File: config.mk
export PLATFORM = sky130hd
export DESIGN_NAME = tm_queue_mgr
export DESIGN_NICKNAME = d
export VERILOG_FILES = /design/src/verilog/tm_pkg.sv /design/src/verilog/tm_ram_1r1w.sv /design/src/verilog/tm_freeq.sv /design/src/verilog/tm_queue_depth.sv /design/src/verilog/tm_linked_list.sv /design/src/verilog/tm_apb_regs.sv /design/src/verilog/tm_queue_mgr.sv
export SDC_FILE = /design/constraint.sdc
export NUM_CORES = 2
export LEC_CHECK = 0
export ABC_CLOCK_PERIOD_IN_PS = 7900
export CAP_MARGIN = 40
export CORE_ASPECT_RATIO = 0.8
export CORE_MARGIN = 2
export CORE_UTILIZATION = 35
export CTS_BUF_LIST = sky130_fd_sc_hd__clkbuf_4 sky130_fd_sc_hd__clkbuf_8
export DETAILED_ROUTE_END_ITERATION = 10
export DONT_BUFFER_PORTS = 1
export GPL_ROUTABILITY_DRIVEN = 0
export GPL_TIMING_DRIVEN = 0
export MAX_ROUTING_LAYER = met4
export SETUP_SLACK_MARGIN = 0.4
export SLEW_MARGIN = 20
export SYNTH_ARGS = -nofsm -noshare
export SYNTH_HDL_FRONTEND = slang
export SYNTH_HIERARCHICAL = 1
export SYNTH_SLANG_ARGS = --single-unit
File: constraint.sdc
create_clock -name clk -period 7.9 [get_ports clk]
set_input_delay 0.79 -clock clk [delete_from_list [all_inputs] [get_ports clk]]
set_output_delay 0.79 -clock clk [all_outputs]
set_load 0.05 [all_outputs]
File: src/verilog/tm_pkg.sv
// NUM_BUFS must be a power of two and THRESH_W has room for the largest left shift of alpha
`default_nettype none

package tm_pkg;

	// ========================================================================
	// sizes
	localparam int NUM_QUEUES = 16;
	localparam int QID_W      = 4;
	localparam int NUM_BUFS   = 32;
	localparam int BUF_W      = 5;
	localparam int CNT_W      = 6;           // holds NUM_BUFS itself
	localparam int DESC_W     = 16;
	localparam int ALPHA_W    = 4;
	localparam int THRESH_W   = CNT_W + 7;   // free count << 7
	localparam int DROP_W     = 16;

	// ========================================================================
	// command opcodes
	typedef enum logic {
		OP_ENQ = 1'b0,
		OP_DEQ = 1'b1
	} tm_op_e;

	// ========================================================================
	// apb register map
	localparam int APB_AW = 4;
	localparam int APB_DW = 32;

	localparam logic [APB_AW-1:0] REG_ALPHA  = 4'h0;  // rw, bit 3 selects right shift
	localparam logic [APB_AW-1:0] REG_THRESH = 4'h4;  // ro
	localparam logic [APB_AW-1:0] REG_FREE   = 4'h8;  // ro
	localparam logic [APB_AW-1:0] REG_DROPS  = 4'hC;  // ro, write clears

endpackage

`default_nettype wire

File: src/verilog/tm_ram_1r1w.sv
// registered read with no reset and a read of an address written in the same cycle sees the old word
`default_nettype none
`timescale 1ns/1ns

module tm_ram_1r1w #(
	parameter int WIDTH = 8,
	parameter int DEPTH = 16
) (
	input  wire                     clk,
	input  wire                     wr,
	input  wire [$clog2(DEPTH)-1:0] waddr,
	input  wire [WIDTH-1:0]         din,
	input  wire [$clog2(DEPTH)-1:0] raddr,
	output logic [WIDTH-1:0]        dout
);

	logic [WIDTH-1:0] mem [DEPTH];

	always_ff @(posedge clk) begin
		if (wr) begin
			mem[waddr] <= din;
		end
		dout <= mem[raddr];  // old data on collision
	end

endmodule

`default_nettype wire

File: src/verilog/tm_freeq.sv
// free list is only usable once fill_busy drops, NUM_BUFS cycles after reset, and pops when empty are ignored
`default_nettype none
`timescale 1ns/1ns

module tm_freeq (
	input  wire                      clk,
	input  wire                      rst_n,
	input  wire                      alloc,
	input  wire                      release_vld,
	input  wire [tm_pkg::BUF_W-1:0]  release_idx,
	output logic [tm_pkg::BUF_W-1:0] free_head,
	output logic [tm_pkg::CNT_W-1:0] free_count,
	output logic                     free_empty,
	output logic                     fill_busy
);

	import tm_pkg::*;

	logic [BUF_W-1:0] ring [NUM_BUFS];
	logic [BUF_W-1:0] rd_ptr;
	logic [BUF_W-1:0] wr_ptr;
	logic [BUF_W-1:0] fill_idx;
	logic             push;
	logic             pop;

	assign push       = fill_busy | release_vld;
	assign pop        = alloc & ~free_empty;
	assign free_head  = ring[rd_ptr];      // valid in the cycle it is popped
	assign free_empty = (free_count == '0);

	// ========================================================================
	// ring storage
	always_ff @(posedge clk) begin
		if (push) begin
			ring[wr_ptr] <= fill_busy ? fill_idx : release_idx;
		end
	end

	// ========================================================================
	// pointers, fill sequence and count
	always_ff @(posedge clk) begin
		if (!rst_n) begin
			rd_ptr     <= '0;
			wr_ptr     <= '0;
			fill_idx   <= '0;
			fill_busy  <= 1'b1;
			free_count <= '0;
		end else begin
			if (push) begin
				wr_ptr <= wr_ptr + 1'b1;  // wraps, pool is a power of two
			end
			if (pop) begin
				rd_ptr <= rd_ptr + 1'b1;
			end
			if (fill_busy) begin
				fill_idx <= fill_idx + 1'b1;
				if (fill_idx == BUF_W'(NUM_BUFS - 1)) begin
					fill_busy <= 1'b0;
				end
			end
			free_count <= free_count + CNT_W'(push) - CNT_W'(pop);
		end
	end

endmodule

`default_nettype wire

File: src/verilog/tm_queue_depth.sv
// one update per cycle and the caller keeps each depth within 0 to NUM_BUFS
`default_nettype none
`timescale 1ns/1ns

module tm_queue_depth (
	input  wire                      clk,
	input  wire                      rst_n,
	input  wire                      inc,
	input  wire                      dec,
	input  wire [tm_pkg::QID_W-1:0]  upd_qid,
	input  wire [tm_pkg::QID_W-1:0]  rd_qid,
	output logic [tm_pkg::CNT_W-1:0] depth
);

	import tm_pkg::*;

	logic [CNT_W-1:0] qlen [NUM_QUEUES];

	assign depth = qlen[rd_qid];  // combinational, used at acceptance

	always_ff @(posedge clk) begin
		if (!rst_n) begin
			for (int i = 0; i < NUM_QUEUES; i++) begin
				qlen[i] <= '0;
			end
		end else if (inc != dec) begin
			if (inc) begin
				qlen[upd_qid] <= qlen[upd_qid] + 1'b1;
			end else begin
				qlen[upd_qid] <= qlen[upd_qid] - 1'b1;
			end
		end
	end

endmodule

`default_nettype wire

File: src/verilog/tm_linked_list.sv
// commands are serialized and a command waits while its queue has one in the last three stages
`default_nettype none
`timescale 1ns/1ns

module tm_linked_list (
	input  wire                         clk,
	input  wire                         rst_n,
	input  wire                         cmd_valid,
	output logic                        cmd_ready,
	input  wire tm_pkg::tm_op_e         cmd_op,
	input  wire [tm_pkg::QID_W-1:0]     cmd_qid,
	input  wire [tm_pkg::DESC_W-1:0]    cmd_desc,
	input  wire [tm_pkg::THRESH_W-1:0]  queue_threshold,
	input  wire [tm_pkg::BUF_W-1:0]     free_head,
	input  wire                         free_empty,
	input  wire                         fill_busy,
	input  wire [tm_pkg::CNT_W-1:0]     depth,
	output logic                        enq_done,
	output logic                        enq_drop,
	output logic                        deq_valid,
	output logic                        deq_empty,
	output logic [tm_pkg::QID_W-1:0]    deq_qid,
	output logic [tm_pkg::DESC_W-1:0]   deq_desc,
	output logic                        alloc,
	output logic                        release_vld,
	output logic [tm_pkg::BUF_W-1:0]    release_idx,
	output logic [tm_pkg::QID_W-1:0]    rd_qid,
	output logic                        inc,
	output logic                        dec,
	output logic [tm_pkg::QID_W-1:0]    upd_qid
);

	import tm_pkg::*;

	// in-flight tracker, entry 0 holds last cycle's command
	logic [2:0]        fl_vld;
	logic [QID_W-1:0]  fl_qid [3];

	logic              hazard;
	logic              accept;
	logic              acc_enq;
	logic              acc_deq;
	logic              admit;
	logic              enq_ok;

	logic              s1_deq;
	logic              s1_empty;
	logic              s1_link;
	logic              s1_first;
	logic [BUF_W-1:0]  s1_buf;
	logic              s2_deq;
	logic              s2_empty;
	logic              s2_first;
	logic [BUF_W-1:0]  s2_buf;

	logic              head_wr;
	logic [BUF_W-1:0]  head_wdata;
	logic [BUF_W-1:0]  head_rdata;
	logic [BUF_W-1:0]  head_wdata_d1;
	logic              head_byp;
	logic [BUF_W-1:0]  mhead;
	logic [BUF_W-1:0]  tail_rdata;
	logic [BUF_W-1:0]  next_rdata;
	logic [DESC_W-1:0] desc_rdata;

	// ========================================================================
	// acceptance and admission
	assign hazard = (fl_vld[0] && fl_qid[0] == cmd_qid) ||
	                (fl_vld[1] && fl_qid[1] == cmd_qid) ||
	                (fl_vld[2] && fl_qid[2] == cmd_qid);

	assign cmd_ready = ~fill_busy & ~hazard;
	assign accept    = cmd_valid & cmd_ready;
	assign acc_enq   = accept & (cmd_op == OP_ENQ);
	assign acc_deq   = accept & (cmd_op == OP_DEQ);

	assign rd_qid  = cmd_qid;
	assign admit   = ~free_empty & (THRESH_W'(depth) < queue_threshold);
	assign enq_ok  = acc_enq & admit;
	assign alloc   = enq_ok;
	assign inc     = enq_ok;
	assign dec     = acc_deq & (depth != '0);  // empty dequeue leaves depth alone
	assign upd_qid = cmd_qid;

	// stage 2 side
	assign release_vld = s2_deq & ~s2_empty;
	assign release_idx = s2_buf;
	assign head_wr     = release_vld | s2_first;
	assign head_wdata  = s2_deq ? next_rdata : s2_buf;
	assign mhead       = head_byp ? head_wdata_d1 : head_rdata;
	assign deq_qid     = fl_qid[2];

	always_ff @(posedge clk) begin
		if (!rst_n) begin
			fl_vld    <= '0;
			s1_deq    <= 1'b0;
			s1_link   <= 1'b0;
			s1_first  <= 1'b0;
			s2_deq    <= 1'b0;
			s2_first  <= 1'b0;
			head_byp  <= 1'b0;
			enq_done  <= 1'b0;
			enq_drop  <= 1'b0;
			deq_valid <= 1'b0;
		end else begin
			fl_vld    <= {fl_vld[1:0], accept};
			s1_deq    <= acc_deq;
			s1_link   <= enq_ok & (depth != '0);
			s1_first  <= enq_ok & (depth == '0);
			s2_deq    <= s1_deq;
			s2_first  <= s1_first;
			head_byp  <= head_wr & (fl_qid[1] == cmd_qid);
			enq_done  <= enq_ok;
			enq_drop  <= acc_enq & ~admit;
			deq_valid <= s2_deq;
		end
	end

	always_ff @(posedge clk) begin
		fl_qid[0]     <= cmd_qid;
		fl_qid[1]     <= fl_qid[0];
		fl_qid[2]     <= fl_qid[1];
		s1_empty      <= (depth == '0);
		s1_buf        <= free_head;
		s2_empty      <= s1_empty;
		s2_buf        <= s1_deq ? mhead : s1_buf;  // old head or new buffer
		head_wdata_d1 <= head_wdata;
		deq_empty     <= s2_empty;
		deq_desc      <= s2_empty ? '0 : desc_rdata;
	end

	// ========================================================================
	// pointer and descriptor memories
	tm_ram_1r1w #(.WIDTH(BUF_W), .DEPTH(NUM_QUEUES)) u_head_ram (
		.clk   (clk),
		.wr    (head_wr),
		.waddr (fl_qid[1]),
		.din   (head_wdata),
		.raddr (cmd_qid),
		.dout  (head_rdata)
	);

	// written at acceptance, read returns the previous tail
	tm_ram_1r1w #(.WIDTH(BUF_W), .DEPTH(NUM_QUEUES)) u_tail_ram (
		.clk   (clk),
		.wr    (enq_ok),
		.waddr (cmd_qid),
		.din   (free_head),
		.raddr (cmd_qid),
		.dout  (tail_rdata)
	);

	tm_ram_1r1w #(.WIDTH(BUF_W), .DEPTH(NUM_BUFS)) u_next_ram (
		.clk   (clk),
		.wr    (s1_link),
		.waddr (tail_rdata),    // old tail links to new buffer
		.din   (s1_buf),
		.raddr (mhead),
		.dout  (next_rdata)
	);

	tm_ram_1r1w #(.WIDTH(DESC_W), .DEPTH(NUM_BUFS)) u_desc_ram (
		.clk   (clk),
		.wr    (enq_ok),
		.waddr (free_head),
		.din   (cmd_desc),
		.raddr (mhead),
		.dout  (desc_rdata)
	);

endmodule

`default_nettype wire

File: src/verilog/tm_apb_regs.sv
// no wait states and read data is captured in the setup phase
`default_nettype none
`timescale 1ns/1ns

module tm_apb_regs (
	input  wire                         clk,
	input  wire                         rst_n,
	input  wire                         psel,
	input  wire                         penable,
	input  wire                         pwrite,
	input  wire [tm_pkg::APB_AW-1:0]    paddr,
	input  wire [tm_pkg::APB_DW-1:0]    pwdata,
	input  wire [tm_pkg::CNT_W-1:0]     free_count,
	input  wire                         enq_drop,
	output logic [tm_pkg::APB_DW-1:0]   prdata,
	output logic                        pready,
	output logic                        pslverr,
	output logic [tm_pkg::THRESH_W-1:0] queue_threshold
);

	import tm_pkg::*;

	logic [ALPHA_W-1:0]  alpha;
	logic [DROP_W-1:0]   drops;
	logic [THRESH_W-1:0] free_ext;
	logic [APB_DW-1:0]   rd_mux;
	logic                setup;
	logic                wr_en;
	logic                mapped;

	assign pready   = 1'b1;
	assign setup    = psel & ~penable;
	assign wr_en    = psel & penable & pwrite;
	assign free_ext = THRESH_W'(free_count);

	always_comb begin
		mapped = 1'b1;
		case (paddr)
			REG_ALPHA:  rd_mux = APB_DW'(alpha);
			REG_THRESH: rd_mux = APB_DW'(queue_threshold);
			REG_FREE:   rd_mux = APB_DW'(free_count);
			REG_DROPS:  rd_mux = APB_DW'(drops);
			default: begin
				rd_mux = '0;
				mapped = 1'b0;
			end
		endcase
	end

	always_ff @(posedge clk) begin
		if (!rst_n) begin
			alpha           <= '0;  // threshold = free count
			drops           <= '0;
			queue_threshold <= '0;
			pslverr         <= 1'b0;
		end else begin
			if (wr_en && paddr == REG_ALPHA) begin
				alpha <= pwdata[ALPHA_W-1:0];
			end
			if (wr_en && paddr == REG_DROPS) begin
				drops <= '0;
			end else if (enq_drop && drops != '1) begin
				drops <= drops + 1'b1;  // saturates
			end
			queue_threshold <= alpha[3] ? free_ext >> alpha[2:0] : free_ext << alpha[2:0];
			pslverr         <= setup & ~mapped;
		end
	end

	always_ff @(posedge clk) begin
		if (setup) begin
			prdata <= rd_mux;
		end
	end

endmodule

`default_nettype wire

File: src/verilog/tm_queue_mgr.sv
// cmd_ready stays low for NUM_BUFS cycles after reset while the free list fills
`default_nettype none
`timescale 1ns/1ns

module tm_queue_mgr (
	input  wire                       clk,
	input  wire                       rst_n,
	input  wire                       cmd_valid,
	output logic                      cmd_ready,
	input  wire tm_pkg::tm_op_e       cmd_op,
	input  wire [tm_pkg::QID_W-1:0]   cmd_qid,
	input  wire [tm_pkg::DESC_W-1:0]  cmd_desc,
	output logic                      enq_done,
	output logic                      enq_drop,
	output logic                      deq_valid,
	output logic                      deq_empty,
	output logic [tm_pkg::QID_W-1:0]  deq_qid,
	output logic [tm_pkg::DESC_W-1:0] deq_desc,
	input  wire                       psel,
	input  wire                       penable,
	input  wire                       pwrite,
	input  wire [tm_pkg::APB_AW-1:0]  paddr,
	input  wire [tm_pkg::APB_DW-1:0]  pwdata,
	output logic [tm_pkg::APB_DW-1:0] prdata,
	output logic                      pready,
	output logic                      pslverr
);

	import tm_pkg::*;

	logic [BUF_W-1:0]    free_head;
	logic [CNT_W-1:0]    free_count;
	logic                free_empty;
	logic                fill_busy;
	logic                alloc;
	logic                release_vld;
	logic [BUF_W-1:0]    release_idx;
	logic [QID_W-1:0]    rd_qid;
	logic [QID_W-1:0]    upd_qid;
	logic [CNT_W-1:0]    depth;
	logic                inc;
	logic                dec;
	logic [THRESH_W-1:0] queue_threshold;

	tm_freeq u_freeq (
		.clk         (clk),
		.rst_n       (rst_n),
		.alloc       (alloc),
		.release_vld (release_vld),
		.release_idx (release_idx),
		.free_head   (free_head),
		.free_count  (free_count),
		.free_empty  (free_empty),
		.fill_busy   (fill_busy)
	);

	tm_queue_depth u_queue_depth (
		.clk     (clk),
		.rst_n   (rst_n),
		.inc     (inc),
		.dec     (dec),
		.upd_qid (upd_qid),
		.rd_qid  (rd_qid),
		.depth   (depth)
	);

	tm_linked_list u_linked_list (
		.clk             (clk),
		.rst_n           (rst_n),
		.cmd_valid       (cmd_valid),
		.cmd_ready       (cmd_ready),
		.cmd_op          (cmd_op),
		.cmd_qid         (cmd_qid),
		.cmd_desc        (cmd_desc),
		.queue_threshold (queue_threshold),
		.free_head       (free_head),
		.free_empty      (free_empty),
		.fill_busy       (fill_busy),
		.depth           (depth),
		.enq_done        (enq_done),
		.enq_drop        (enq_drop),
		.deq_valid       (deq_valid),
		.deq_empty       (deq_empty),
		.deq_qid         (deq_qid),
		.deq_desc        (deq_desc),
		.alloc           (alloc),
		.release_vld     (release_vld),
		.release_idx     (release_idx),
		.rd_qid          (rd_qid),
		.inc             (inc),
		.dec             (dec),
		.upd_qid         (upd_qid)
	);

	tm_apb_regs u_apb_regs (
		.clk             (clk),
		.rst_n           (rst_n),
		.psel            (psel),
		.penable         (penable),
		.pwrite          (pwrite),
		.paddr           (paddr),
		.pwdata          (pwdata),
		.free_count      (free_count),
		.enq_drop        (enq_drop),   // drop counter source
		.prdata          (prdata),
		.pready          (pready),
		.pslverr         (pslverr),
		.queue_threshold (queue_threshold)
	);

endmodule

`default_nettype wire

==> flow_metrics.py <==
metrics = {
    "outcome": {
        "outcome": "finished, final reports clean",
    },
    "drt": {
        "vias": 28100,
        "drt_iter0_drc": 2947,
        "drc": 0,
        "wl_per_cell_um": 22.9,
        "postRouteAntennaNets": 0,
        "drt_wl_total_um": 123000,
        "drt_pass1_iterations": 5,
        "vias_per_cell": 5.21,
    },
    "clock_network": {
        "cts-resized-gates": 0,
        "cts_buffer_depth": 3,
        "cts.sinks": 1254,
        "cts.htree.levels": 4,
        "path_clk_slew_ns": 0.07,
        "clock_latency_ns": 0.92,
        "cts_buffers": 201,
        "cts_setup_buffers": 0,
        "cts_root_buf": "clkbuf_8",
        "cts_tree": "built",
    },
    "sta": {
        "tightest_slew_ns": 0.902,
        "finalClockSkew_ns": 0.0783,
        "setup_violations": 0,
        "max_freq_ghz": 0.160,
        "rsz0062_at_grt": "false",
        "max_slew_margin_pct": 39.9,
        "period_minus_slack_ns": 6.23,
        "hold_viol": 0,
        "slew_viol_final": 0,
        "fin_crit_sh_pct": 78.9,
    },
    "cells_and_area": {
        "layout_commonest_cell": "edfxtp_1",
        "drive_gt1_share_pct": 22.5,
        "final_nets": 3410,
        "final_area_um2": 58800,
        "area_growth_pct": 15.5,
        "layout_common_cells": "edfxtp_1, mux2i_1, nor2_1, clkbuf_8, mux4_2",
    },
    "setup_path": {
        "crit_type": "primary input to flop",
        "critPathArrivalTime_ns": 6.86,
        "path_max_fanout": 17,
        "end_kind": "flop",
        "start_kind": "primary input",
        "required_ns": 8.53,
    },
    "synth": {
        "synth.area.mux_share_pct": 14.8,
        "synthesis.area_um2": 50900,
        "synth_edf_count": 1104,
        "synth_fa_ha_area_share_pct": 0.693,
        "synthFlopType": "edfxtp_1",
        "yosysTopAreaCell": "edfxtp_1",
        "ys_seq_area_share_pct": 71.0,
        "synth_compound_area_share_pct": 3.57,
        "async_flop_share_pct": 0,
        "ys_seq_elements": 1254,
        "yosysWarningCount": 6,
        "yosys-top-cells-area": "edfxtp_1, mux4_2, mux2i_1, dfxtp_1, nor2_1",
        "yosys.area_share.simple_pct": 6.76,
        "synthXorXnorAreaFrac_pct": 0.531,
        "syn_avg_cell_area_um2": 16.8,
        "synth_top_family_by_area": "multiplexers",
        "synth_cell_types": 74,
        "syn_inst": 3028,
        "synth_top_area_share_pct": 65.1,
    },
    "pwr": {
        "switching_share_pct": 24.4,
        "combPwrFrac_pct": 8.8,
        "pwr-share-clk_pct": 39.6,
        "seqPwrFrac_pct": 51.6,
        "ir_worst_vdd_mv": 0.148,
        "p_switching_mw": 3.58,
        "p_per_area_nw_per_um2": 249,
        "p_leak_nw": 19.9,
        "p_int_mw": 11.1,
        "p_total_mw": 14.6,
    },
    "global_route": {
        "met1_usage_pct": 24.7,
        "use_met2_pct": 23.8,
        "grt_usage_pct": 17.0,
        "first_global_vias": 27800,
        "grt.met3_usage_pct": 3.83,
        "grt_max_degree": 33,
        "grt_pass1_wl_um": 183000,
        "overflow": 0,
        "antenna_found_initial": 6,
        "grt_busiest_layer": "met1",
    },
    "floorplanning": {
        "fp.coreArea_um2": 145000,
        "io_pins": 122,
        "start_util_pct": 35.1,
        "dieArea_um2": 149000,
        "die-height_um": 345,
        "die_w_um": 430,
        "rows": 125,
    },
    "placed_design": {
        "dp_hpwl_um": 81200,
        "portBuffers": 0,
        "placed_cell_area_um2": 54000,
    },
    "hold_path": {
        "hp-class": "primary input to flop",
    },
    "run": {
        "drv_cap": 0,
    },
}
-- timing repair --
action,CTS,global route
setup endpoints to repair,0,0
hold buffers,26,0
hold endpoints to repair,545,0
-- Yosys cell counts (13+ instances only) --
cell / count
edfxtp_1: 1104
mux2i_1: 331
nor2_1: 269
mux4_2: 162
dfxtp_1: 150
nand2_1: 115
nand3_1: 95
a22oi_1: 90
a21oi_1: 62
nor3_1: 55
buf_4: 51
clkbuf_1: 51
buf_2: 42
a22o_1: 37
nor2b_1: 36
mux2_2: 31
nand4_1: 27
inv_1: 26
ha_1: 25
a31oi_1: 22
xor2_1: 22
and2_1: 20
nand3b_1: 19
o21ai_0: 17
nand2b_1: 13
-- per-layer routing --
metal / part of all wire [%] / wire length, um
met4: 2.0 / 2470
met2: 43 / 53300
met1: 46 / 57000
met3: 8.6 / 10600
met5: 0 / 0
-- power by group through the flow --
stage	clock network, mW	logic, mW	registers [mW]
floorplan	0	0.794	7.66
global placement	0	1.14	7.71
detailed placement	0	1.20	7.69
CTS	5.95	1.28	7.56
global route	6.24	1.38	7.57
finish	5.80	1.29	7.56
-- final cells by class --
| cell class | count | area (um^2) |
|---|---|---|
| diodes | 2 | 5.00 |
| plain buffers | 179 | 1200 |
| clock buffers | 286 | 3550 |
| clock inverters | 84 | 736 |
| fillers | 13000 | 86000 |
| inverters | 27 | 101 |
| multi-input cells | 1583 | 13600 |
| flip-flops and latches | 1254 | 36200 |
| well taps | 1905 | 2380 |
| repair buffers | 74 | 1070 |
-- state kept, by name, summed over array words and instances (netlist names), 80 cells and up, named ones only --
| register | count |
|---|---|
| u_linked_list/u_tail_ram/mem | 80 |
| u_linked_list/u_head_ram/mem | 80 |
| u_linked_list/u_desc_ram/mem | 512 |
| u_linked_list/u_next_ram/mem | 160 |
| u_queue_depth/qlen | 96 |
| u_freeq/ring | 160 |
-- critical path, cell delays in order --
cell	delay, ns
buf_4	0.08
clkbuf_1	0.33
buf_2	0.45
mux4_2	0.58
mux4_2	0.56
ha_1	0.31
o21ai_0	0.07
nor4_1	0.44
o21a_1	0.45
nor3b_4	0.16
buf_4	0.18
nor2_1	0.51
ha_1	0.40
a21o_1	0.18
a21oi_1	0.17
xor2_1	0.61
clkbuf_1	0.48
nor2_1	0.08
-- through the flow --
stage / TNS, ns / setup WS [ns] / std cells / util [%] / hold slack, ns
final: 0 / 1.67 / 5394 / 40.6 / 0.110
after global routing: 0 / 1.30 / 5394 / 40.6 / 0.0528
after CTS: 0 / 1.72 / 5386 / 40.6 / 0.0203
after detailed placement: 0 / 0.717 / 4990 / 37.3 / 0.314
after global placement: -49.45 / -0.217 / 4948 / 36.8 / 0.321
after floorplan: 0 / 1.88 / 3043 / - / 0.310
-- kinds of logic (layout without fill, tap and decap cells) --
logic type / after synthesis / count (layout)
multiplexers: 533 / 533
other: 2 / 19
buffers and inverters: 206 / 650
XOR/XNOR: 30 / 30
AND/OR/NAND/NOR: 715 / 715
adder cells (fa/ha/maj): 27 / 27
flip-flops: 1254 / 1254
AO/OA/AOI/OAI: 261 / 261
-- path summary, 6_finish.rpt --
kind                                           startpoint                                             to  slack (ns)  depth (start not counted)
setup / recovery                               cmd_qid[0]        u_queue_depth/qlen[11][4]$_SDFFCE_PN0P_        1.67                         18
hold / removal                                 cmd_qid[0]  u_linked_list/u_tail_ram/mem[12][0]$_DFFE_PP_        0.11                          1
setup reg to reg  u_queue_depth/qlen[13][5]$_SDFFCE_PN0P_        u_queue_depth/qlen[11][4]$_SDFFCE_PN0P_        2.08                         15
hold reg to reg            u_linked_list/s1_empty$_DFF_P_                 u_linked_list/s2_empty$_DFF_P_        0.32                          0
(Power assumes the default switching activity.)
